File: config.mk
export PLATFORM = sky130hd
export DESIGN_NAME = hack_cpu
export DESIGN_NICKNAME = d
export VERILOG_FILES = /design/src/hack_pkg.sv /design/src/exec_unit.sv /design/src/hack_alu.sv /design/src/hack_cpu.sv /design/src/inst_decode.sv /design/src/inst_fetch.sv
export SDC_FILE = /design/constraint.sdc
export NUM_CORES = 1
export LEC_CHECK = 0
export ABC_AREA = 1
export BUFFER_PORTS_ARGS = -buffer_cell sky130_fd_sc_hd__buf_2
export CORE_ASPECT_RATIO = 1.2
export CORE_MARGIN = 5
export CORE_UTILIZATION = 35
export DETAILED_ROUTE_END_ITERATION = 12
export HOLD_SLACK_MARGIN = 0.06
export SLEW_MARGIN = 20
export SYNTH_ARGS = -nofsm -noshare
export SYNTH_HDL_FRONTEND = slang
export SYNTH_SLANG_ARGS = --single-unit
File: constraint.sdc
create_clock -name clk -period 10.7 [get_ports clk]
set_input_delay 3.21 -clock clk [delete_from_list [all_inputs] [get_ports clk]]
set_output_delay 3.21 -clock clk [all_outputs]
set_load 0.005 [all_outputs]
File: src/hack_pkg.sv
`default_nettype none

package hack_pkg;

    // ************************************************************
    // widths of the core's buses
    // ************************************************************

    // one data word and the ALU datapath
    localparam int DATA_W     = 16;
    // instruction address, one per 16-bit instruction
    localparam int PC_W       = 15;
    // two instructions share a ROM word, so the word address drops pc bit 0
    localparam int ROM_ADDR_W = PC_W - 1;
    localparam int RAM_ADDR_W = 15;
    // zx nx zy ny f no
    localparam int ALU_FN_W   = 6;

    // ************************************************************
    // bit positions inside one 16-bit instruction
    // ************************************************************

    // set for a C-instruction, clear for an A-instruction
    localparam int BIT_C      = 15;
    // the a bit picks M instead of A as the y operand
    localparam int BIT_AM     = 12;
    localparam int ALU_FN_LSB = 6;

    // destination field
    localparam int BIT_LD_A   = 5;
    localparam int BIT_LD_D   = 4;
    localparam int BIT_LD_M   = 3;

    // jump field, one bit per sign of the ALU result
    localparam int BIT_JLT    = 2;
    localparam int BIT_JEQ    = 1;
    localparam int BIT_JGT    = 0;

    // ************************************************************
    // types
    // ************************************************************

    typedef logic [DATA_W-1:0]     hack_word_t;
    typedef logic [PC_W-1:0]       pc_t;
    typedef logic [ROM_ADDR_W-1:0] rom_addr_t;
    typedef logic [RAM_ADDR_W-1:0] ram_addr_t;
    // low half holds the even instruction, high half the odd one
    typedef logic [2*DATA_W-1:0]   rom_word_t;

    typedef struct packed {
        logic load_a;
        logic load_d;
        logic load_m;
    } dest_t;

    typedef struct packed {
        logic jlt;
        logic jeq;
        logic jgt;
    } jump_t;

    // one instruction after decode, with A-instruction forms already normalized
    typedef struct packed {
        logic                is_c;
        logic [DATA_W-2:0]   imm;
        logic                sel_m;
        logic [ALU_FN_W-1:0] alu_fn;
        dest_t               dest;
        jump_t               jump;
    } decoded_inst_t;

    // one M write, sampled by the RAM at the clock edge while en is high
    typedef struct packed {
        logic       en;
        ram_addr_t  addr;
        hack_word_t data;
    } ram_wr_t;

    typedef struct packed {
        logic zero;
        logic neg;
    } alu_flags_t;

endpackage

`default_nettype wire

File: src/exec_unit.sv
`timescale 1ns/100ps
`default_nettype none

module exec_unit
    import hack_pkg::*;
(
    input  wire logic          clk,
    input  wire logic          resetN,
    input  wire decoded_inst_t dec,
    input  wire logic          inst_valid,
    input  wire hack_word_t    in_m,
    output ram_addr_t          read_addr,
    output ram_wr_t            ram_wr,
    output pc_t                next_pc,
    output logic               pc_load
);

    decoded_inst_t dec_q;
    logic          exec_q;
    hack_word_t    a_q;
    hack_word_t    d_q;
    pc_t           pc_q;
    hack_word_t    alu_y;
    hack_word_t    alu_result;
    alu_flags_t    alu_flags;
    hack_word_t    a_nxt;
    logic          positive;
    logic          take_jump;

    // ************************************************************
    // D cycle
    // ************************************************************

    // the decoded instruction is held for the E cycle that follows
    always_ff @(posedge clk)
    begin
        if (inst_valid)
            dec_q <= dec;
    end

    // A only changes at the close of an E cycle
    // so during D it is the old A that addresses the M read
    assign read_addr = a_q[RAM_ADDR_W-1:0];

    // ************************************************************
    // E cycle
    // ************************************************************

    // M has arrived from the RAM by now and stands in for A when the a bit says so
    assign alu_y = dec_q.sel_m ? in_m : a_q;

    hack_alu alu_inst (
        .x      (d_q),
        .y      (alu_y),
        .fn     (dec_q.alu_fn),
        .result (alu_result),
        .flags  (alu_flags)
    );

    // an A-instruction loads its immediate, a C-instruction the ALU result
    assign a_nxt = dec_q.is_c ? alu_result : {1'b0, dec_q.imm};

    // jump bits are cleared in decode for A-instructions, so they never jump
    assign positive  = !alu_flags.neg && !alu_flags.zero;
    assign take_jump = (dec_q.jump.jlt && alu_flags.neg) ||
                       (dec_q.jump.jeq && alu_flags.zero) ||
                       (dec_q.jump.jgt && positive);

    // the jump target is the A value from before this instruction
    assign next_pc = take_jump ? a_q[PC_W-1:0] : pc_q + pc_t'(1);
    assign pc_load = exec_q;

    // the M write also goes to the old A, even when A is a destination too
    always_comb
    begin
        ram_wr.en   = exec_q && dec_q.dest.load_m;
        ram_wr.addr = a_q[RAM_ADDR_W-1:0];
        ram_wr.data = alu_result;
    end

    // ************************************************************
    // architectural registers
    // ************************************************************

    always_ff @(posedge clk or negedge resetN)
    begin
        if (!resetN)
        begin
            exec_q <= 1'b0;
            a_q    <= '0;
            d_q    <= '0;
            pc_q   <= '0;
        end
        else
        begin
            // one E cycle per decoded instruction
            exec_q <= inst_valid;
            if (exec_q)
            begin
                if (dec_q.dest.load_a)
                    a_q <= a_nxt;
                if (dec_q.dest.load_d)
                    d_q <= alu_result;
                pc_q <= next_pc;
            end
        end
    end

endmodule

`default_nettype wire

File: src/hack_alu.sv
`timescale 1ns/100ps
`default_nettype none

module hack_alu
    import hack_pkg::*;
(
    input  wire hack_word_t          x,
    input  wire hack_word_t          y,
    input  wire logic [ALU_FN_W-1:0] fn,
    output hack_word_t               result,
    output alu_flags_t               flags
);

    logic       zx;
    logic       nx;
    logic       zy;
    logic       ny;
    logic       f_add;
    logic       no;
    hack_word_t x_z;
    hack_word_t x_n;
    hack_word_t y_z;
    hack_word_t y_n;
    hack_word_t f_out;

    // control bits in instruction order, zx is the msb of the field
    assign {zx, nx, zy, ny, f_add, no} = fn;

    // ************************************************************
    // operand conditioning, function, output negate
    // ************************************************************

    always_comb
    begin
        x_z = zx ? '0 : x;
        x_n = nx ? ~x_z : x_z;
        y_z = zy ? '0 : y;
        y_n = ny ? ~y_z : y_z;

        // the sum wraps at 16 bits like the reference machine
        f_out = f_add ? (x_n + y_n) : (x_n & y_n);

        result = no ? ~f_out : f_out;
    end

    // flags come from the final result, after the output negate
    assign flags.zero = (result == '0);
    assign flags.neg  = result[DATA_W-1];

endmodule

`default_nettype wire

File: src/hack_cpu.sv
`timescale 1ns/100ps
`default_nettype none

module hack_cpu
    import hack_pkg::*;
(
    input  wire logic       clk,
    input  wire logic       resetN,

    // instruction ROM, data one cycle after the address
    output rom_addr_t       inst_addr,
    input  wire rom_word_t  inst,

    // data RAM read port, data one cycle after the address
    output ram_addr_t       read_addr,
    input  wire hack_word_t in_m,

    // data RAM write port
    output ram_wr_t         ram_wr
);

    // fetch to decode
    hack_word_t    fetch_inst;
    logic          inst_valid;
    // decode to execute
    decoded_inst_t dec;
    // execute back to fetch
    pc_t           next_pc;
    logic          pc_load;

    // ************************************************************
    // fetch, decode, execute
    // ************************************************************

    inst_fetch fetch_inst_u (
        .clk        (clk),
        .resetN     (resetN),
        .next_pc    (next_pc),
        .pc_load    (pc_load),
        .inst_addr  (inst_addr),
        .rom_data   (inst),
        .inst       (fetch_inst),
        .inst_valid (inst_valid)
    );

    inst_decode decode_inst (
        .inst (fetch_inst),
        .dec  (dec)
    );

    exec_unit exec_inst (
        .clk        (clk),
        .resetN     (resetN),
        .dec        (dec),
        .inst_valid (inst_valid),
        .in_m       (in_m),
        .read_addr  (read_addr),
        .ram_wr     (ram_wr),
        .next_pc    (next_pc),
        .pc_load    (pc_load)
    );

endmodule

`default_nettype wire

File: src/inst_decode.sv
`timescale 1ns/100ps
`default_nettype none

module inst_decode
    import hack_pkg::*;
(
    input  wire hack_word_t inst,
    output decoded_inst_t   dec
);

    // ************************************************************
    // field split
    // ************************************************************

    // all instruction-type tests live here
    // execute only sees the normalized struct below
    always_comb
    begin
        dec = '0;

        dec.is_c = inst[BIT_C];

        // the immediate is only meaningful for an A-instruction
        // it is filled either way since execute ignores it for C
        dec.imm = inst[DATA_W-2:0];

        if (inst[BIT_C])
        begin
            // y operand from M when the a bit is set
            dec.sel_m  = inst[BIT_AM];
            dec.alu_fn = inst[ALU_FN_LSB +: ALU_FN_W];

            dec.dest.load_a = inst[BIT_LD_A];
            dec.dest.load_d = inst[BIT_LD_D];
            dec.dest.load_m = inst[BIT_LD_M];

            dec.jump.jlt = inst[BIT_JLT];
            dec.jump.jeq = inst[BIT_JEQ];
            dec.jump.jgt = inst[BIT_JGT];
        end
        else
        begin
            // an A-instruction only writes A
            // the low bits of the word are the value, not dest or jump flags
            dec.sel_m       = 1'b0;
            dec.alu_fn      = '0;
            dec.dest.load_a = 1'b1;
            dec.dest.load_d = 1'b0;
            dec.dest.load_m = 1'b0;

            // no jump can come from an A-instruction
            dec.jump = '0;
        end
    end

endmodule

`default_nettype wire

File: src/inst_fetch.sv
`timescale 1ns/100ps
`default_nettype none

module inst_fetch
    import hack_pkg::*;
(
    input  wire logic       clk,
    input  wire logic       resetN,
    input  wire pc_t        next_pc,
    input  wire logic       pc_load,
    output rom_addr_t       inst_addr,
    input  wire rom_word_t  rom_data,
    output hack_word_t      inst,
    output logic            inst_valid
);

    // F_START acts as the implicit fetch of pc 0 right after reset release
    // F_ROM is the cycle in which the ROM answers a read issued one cycle earlier
    typedef enum logic [1:0] {
        F_START,
        F_IDLE,
        F_ROM,
        F_VALID
    } fetch_state_t;

    fetch_state_t state_q;
    fetch_state_t state_nxt;
    pc_t          pc_q;
    pc_t          req_pc;
    rom_addr_t    req_word;
    logic         req;
    logic         hit;
    rom_word_t    buf_word_q;
    rom_addr_t    buf_addr_q;
    logic         buf_valid_q;

    // ************************************************************
    // request and buffer lookup
    // ************************************************************

    // a request is either the first fetch after reset or a new pc from execute
    assign req      = (state_q == F_START) || ((state_q == F_IDLE) && pc_load);
    assign req_pc   = pc_load ? next_pc : pc_q;
    assign req_word = req_pc[PC_W-1:1];

    // the buffered word already holds both halves, so any pc inside it needs no read
    assign hit      = buf_valid_q && (buf_addr_q == req_word);

    // a miss presents the new word address in the request cycle itself
    // otherwise the bus just keeps the address of the buffered word
    assign inst_addr = (req && !hit) ? req_word : buf_addr_q;

    always_comb
    begin
        state_nxt = state_q;
        case (state_q)
            F_START, F_IDLE:
                if (req)
                    state_nxt = hit ? F_VALID : F_ROM;
            F_ROM:
                state_nxt = F_VALID;
            F_VALID:
                state_nxt = F_IDLE;
            default:
                state_nxt = F_IDLE;
        endcase
    end

    // ************************************************************
    // state, pc and word buffer
    // ************************************************************

    always_ff @(posedge clk or negedge resetN)
    begin
        if (!resetN)
        begin
            state_q     <= F_START;
            pc_q        <= '0;
            buf_valid_q <= 1'b0;
        end
        else
        begin
            state_q <= state_nxt;
            if (req)
                pc_q <= req_pc;
            // the buffer becomes usable once the first ROM word lands
            if (state_q == F_ROM)
                buf_valid_q <= 1'b1;
        end
    end

    // the address tag moves at the request, the data one cycle later with the ROM answer
    // no lookup happens in between, so the short mismatch is never seen
    always_ff @(posedge clk)
    begin
        if (req && !hit)
            buf_addr_q <= req_word;
        if (state_q == F_ROM)
            buf_word_q <= rom_data;
    end

    // pc bit 0 selects the odd (high) or even (low) instruction of the word
    assign inst       = pc_q[0] ? buf_word_q[2*DATA_W-1:DATA_W] : buf_word_q[DATA_W-1:0];
    assign inst_valid = (state_q == F_VALID);

endmodule

`default_nettype wire

Word-level counts from Yosys, hierarchy flattened --
Index checks and enable logic that the tools add are counted.
Storage, ports and cells: bits in registers 141, word-level logic and storage cells 66, bits of input ports 50, output and inout port bits 61
Cells by class: bitwise operators 4, mux-type cells 15, reductions and logical operators 20, eq/ne operators 5, $add $sub $neg 2
Operators by type and width (count):
- 16-bit two-way mux | 9
- 16-bit NOT | 3
- 15-bit two-way mux | 2
- 16-bit adder | 1
- 16-bit bitwise AND | 1
- 16-bit zero test | 1
- 15-bit by 1-bit adder with 15-bit output, second input constant | 1
- 14-bit == test | 1
- 14-bit two-way mux | 1
- 1-bit logical AND | 8
- 2-bit case mux with 3 select lines | 1
- 2-bit AND reduction | 3
- 2-bit == test, second input constant | 2
- 1-bit zero test | 3
- 1-bit logical OR | 3
- 2-bit by 1-bit == test with 1-bit output, second input constant | 1
- 2-bit zero test | 1
- 2-bit two-way mux | 1
- 2-bit by 1-bit != test with 1-bit output, second input constant | 1
- 2-bit OR reduction | 1
- 1-bit two-way mux | 1

Depth between registers and ports, before layout --
depth in word-level cells 20, mapped depth 38, gate-level depth less buffers 35

Cells and area by module --
Synthesis repeated with hierarchy kept, for this count alone.
Second synthesis, totals: cell total of the unflattened synthesis 1168, area, all modules 8962.3 µm²
By module, submodules not included:
- exec_unit | area each 3821.2 µm², cells an instance 406, instances 1, seq. area each 2072.0 µm²
- inst_fetch | area each 2822.7 µm², cells an instance 300, instances 1, seq. area each 1691.6 µm²
- hack_alu | area each 2089.5 µm², cells an instance 419, instances 1, seq. area each 0.0 µm²
- inst_decode | area each 229.0 µm², cells an instance 43, instances 1, seq. area each 0.0 µm²

Worst setup path before layout --
OpenSTA, ideal clock, no wires.
path type input-to-output, start in in_m[0], end out inst_addr[10], path slack 0.919 ns, data required time 7.490 ns, arrival time 6.571 ns, path buffers 2, stages 34, path through o21ai_0 xor2_1 ha_1 inv_1 fa_1 inv_1 nand3_1 nand2_1 nand2_1 nand2_1 nand2_1 nand2_1 nand2_1 nand2_1 nand2_1 nand2_1 nand3_1 nor2_1 nand3_2 nand2_4 nand3_4 buf_8 nand2_4 nand3_2 nand3_2 nand2_1 nor2_1 nand2_1 nor2_2 nand2_2 nand2_4 buf_8 nand2_1 nand2_1
On the way: word-level cells in the longest chain between the ends 20, elaborated cells between the ends (all ways) 25, classes of those cells add/sub: 1; eq/ne: 1; mux: 8; bitwise: 3; reduce/logical: 12
Ends and longest elaborated chain:
- start: declaration | RTL line hack_cpu.sv:16 | input wire hack_word_t in_m,
- 16-bit two-way mux * | RTL line exec_unit.sv:50 | assign alu_y = dec_q.sel_m ? in_m : a_q;
- 16-bit two-way mux * | RTL line hack_alu.sv:37 | y_z = zy ? '0 : y;
- 16-bit NOT | RTL line hack_alu.sv:38 | y_n = ny ? ~y_z : y_z;
- 16-bit two-way mux * | RTL line hack_alu.sv:38
- 16-bit adder or 16-bit bitwise AND (tied branches) | RTL line hack_alu.sv:41 | f_out = f_add ? (x_n + y_n) : (x_n & y_n);
- 16-bit two-way mux * | RTL line hack_alu.sv:41
- 16-bit NOT | RTL line hack_alu.sv:43 | result = no ? ~f_out : f_out;
- 16-bit two-way mux * | RTL line hack_alu.sv:43
- (+4 left out)
- 1-bit logical OR * | RTL line exec_unit.sv:66 | (dec_q.jump.jeq && alu_flags.zero) ||
- 15-bit two-way mux * | RTL line exec_unit.sv:70 | assign next_pc = take_jump ? a_q[PC_W-1:0] : pc_q + pc_t'(1);
- 15-bit two-way mux * | RTL line inst_fetch.sv:43 | assign req_pc = pc_load ? next_pc : pc_q;
- 14-bit == test | RTL line inst_fetch.sv:47 | assign hit = buf_valid_q && (buf_addr_q == req_word);
- 1-bit logical AND | RTL line inst_fetch.sv:47
- 1-bit zero test | RTL line inst_fetch.sv:51 | assign inst_addr = (req && !hit) ? req_word : buf_addr_q;
- 1-bit logical AND | RTL line inst_fetch.sv:51
- 14-bit two-way mux * | RTL line inst_fetch.sv:51
- end: declaration | RTL line hack_cpu.sv:11 | output rom_addr_t inst_addr,
Every way passes the cells marked *; elsewhere a longest branch is shown, timed or not.

Final worst setup path --
start in in_m[0], end out inst_addr[0]
Same word-level chain as after synthesis.

==> flow_summary.toml <==
[run_status]
status = "finished clean"

[setup_path]
crit_arrival_ns = 7.18
reg2reg_to = "fetch_inst_u.buf_addr_q[0]"
r2r_cells = 33
endpoint_kind = "output port"
cpPeakStageDelay_ns = 0.35
ff2ff_setup_slack_ns = 5.56
r2r-start = "exec_inst.dec_q[12]"
critPathMaxFanout = 14
startpoint_type = "primary input"
required_ns = 7.49
cp_slowest_cell = "fa_2"
crit_type = "in -> out"
crit_top_cell = "nand2_1"

[sta]
fin_skew_ns = 0.0146
finalMaxSlewViolations = 0
period_minus_slack_ns = 10.39
finalSetupViolations = 0
fmax_mhz = 96.3
hold_viol_final = 0
fin_tns_setup_ns = 0
slew_headroom = 0.336
period_share = 0.971
worst_pin_slew_ns = 0.991

[global_route]
grt_max_degree = 67
grt_usage = 0.166
grt_overflow = 0
antenna_found_initial = 0
grt_pass1_wl_um = 36900
first_global_vias = 6942

[synth]
synth.area.top_cells = "edfxtp_1 21%, dfrtp_1 19%, nand2_1 13%"
synthCells = 1101
syn_area_per_cell_um2 = 7.79
synth-warning-count = 0
synth_top_area_share = 0.214
synth_area_um2 = 8570
ys.flop_type = "dfrtp_1"
syn-num-nets = 1169
synth_edf_count = 61
synthDistinctLibCells = 37
synth-seq-cells = 141
async_reset_ff_frac = 0.468
ys_seq_area_frac = 0.439
synth_top_area_cell = "edfxtp_1"

[clock_tree]
clock-sinks = 141
cts_root_buffer = "clkbuf_16"
numCtsBuffers = 17
cts_max_path_buffers = 2
cts_max_level = 4
clk_transition_reported_paths_ns = 0.06
cts_tree = "yes"
clk_latency_ns = 0.43

[floorplanning]
pin_count = 111
die_h_um = 181
start_util = 0.357
chipWidth_um = 153
dieArea_um2 = 27700
rows = 62
core_area_um2 = 24000

[routing]
drcViolationCount = 0
routedWlPerCell_um = 15.3
drt_iter0_markers = 449
viasPerCell = 4.80
postRouteAntennaNets = 0
dr.pass1.iters = 5
vias = 7252
wirelength_um = 23100

[min_path]
min-delay-start = "fetch_inst_u.buf_addr_q[4]"
holdPathStages = 2
min_path_type = "reg -> reg"
hold_end = "fetch_inst_u.buf_addr_q[4]"

[finish]
drive_gt1_frac = 0.190
layout.nets = 1247
diodes = 0
fin_cells = 1512
syn_to_final_growth_pct = 16.3
fin_area_um2 = 9970

[power]
p_leak_nw = 4.90
max-vdd-ir-drop_v = 0.000105
p_per_area_nw_per_um2 = 123

[job]
drv_cap = 0

[place]
finalWeightedCongestion = 0.855
dp_hpwl_um = 17300
dpl_cell_area_um2 = 9220
io_buffer_count = 110
place_inst = 1475
[report_power, final]
part,leakage [nW],total [W],switching [W],internal [W]
combinational,3.30,0.0000262,0.0000157,0.0000105
clock,0.300,0.000634,0.000224,0.000409
sequential,1.30,0.000563,0,0.000563
[how the worst max path moves through the flow]
stage | start | end | slack (ns) | depth (start not counted)
final | in_m[0] | inst_addr[0] | 0.31 | 33
after CTS | in_m[0] | inst_addr[0] | 0.04 | 35
after global placement | in_m[0] | inst_addr[0] | 0.10 | 35
after floorplan | in_m[0] | inst_addr[10] | 0.92 | 34
after detailed placement | in_m[0] | inst_addr[0] | 0.05 | 35
after global routing | in_m[0] | inst_addr[4] | -0.03 | 31
[kinds of logic after synthesis]
group           after synthesis  share of synthesized area
compound gates              130                     0.0795
xor+xnor                     48                     0.0490
fa+ha+maj                    18                     0.0271
buf+inv                     235                      0.121
flops                       141                      0.439
mux                          13                     0.0171
simple gates                516                      0.268
[layout make-up]
type / count / area [um^2]
fillers: 2458 / 14100
well taps: 320 / 400
repair buffers: 127 / 686
clock buffers: 18 / 429
inverters: 166 / 623
multi-input cells: 726 / 3870
flip-flops and latches: 141 / 3760
clock inverters: 14 / 199
[per-layer routing]
layer | part of all wire | wire [um] | vias to the layer above | global-route usage
met5 | 0 | 0 | - | 0
met4 | 0.021 | 491 | 0 | 0.0528
met3 | 0.039 | 893 | 25 | 0.0255
met2 | 0.50 | 11600 | 172 | 0.285
met1 | 0.44 | 10200 | 3394 | 0.215
li1 | - | - | 3661 | -
[synth_stat cells, drive strengths merged, types with 14 or more instances]
master,count
a21oi,29
buf,43
clkbuf,26
dfrtp,66
dfxtp,14
edfxtp,61
ha,17
inv,166
nand2,317
nand3,103
nand4,21
nor2,57
o21ai,79
o22ai,15
xor2,46
[placed cells by master, fill, tap and decap left out, drive strengths merged, types with 15 or more instances in the layout]
| cell | count |
|---|---|
| a21oi | 29 |
| buf | 127 |
| clkbuf | 18 |
| dfrtp | 66 |
| edfxtp | 61 |
| ha | 17 |
| inv | 165 |
| nand2 | 317 |
| nand3 | 104 |
| nand4 | 21 |
| nor2 | 57 |
| o21ai | 79 |
| o22ai | 15 |
| xor2 | 46 |
[flip-flops by register name, indices dropped and copies added (netlist names)]
name,count
exec_inst.dec_q,29
fetch_inst_u.state_q,2
exec_inst.pc_q,15
fetch_inst_u.buf_addr_q,14
fetch_inst_u.pc_q,15
exec_inst.d_q,16
fetch_inst_u.buf_word_q,32
fetch_inst_u.buf_valid_q,1
exec_inst.pc_load,1
exec_inst.a_q,16
[worst max-delay path, delay by kind of cell]
family	cells	cell delay, ns
AND/OR/NAND/NOR	23	2.27
buffers and inverters	6	0.81
adder cells (fa/ha/maj)	2	0.56
XOR/XNOR	1	0.20
AO/OA/AOI/OAI	1	0.13
[timing repair]
item | in CTS | in global routing
hold buffers | 0 | 0
setup buffers | 0 | 4
gates resized for setup | 0 | 27
endpoints found under the setup margin | 0 | 14
[per-stage QoR]
step                      hold WS, ns  setup WS, ns  power [W]  utilization
after floorplan                 0.440         0.919   0.000582            -
after global placement          0.467         0.104   0.000599        0.383
after detailed placement        0.474        0.0543   0.000599        0.383
after CTS                       0.489        0.0370    0.00123        0.409
after global routing            0.512       -0.0343    0.00126        0.415
final                           0.483         0.313    0.00122        0.415
(Power assumes the default switching activity.)
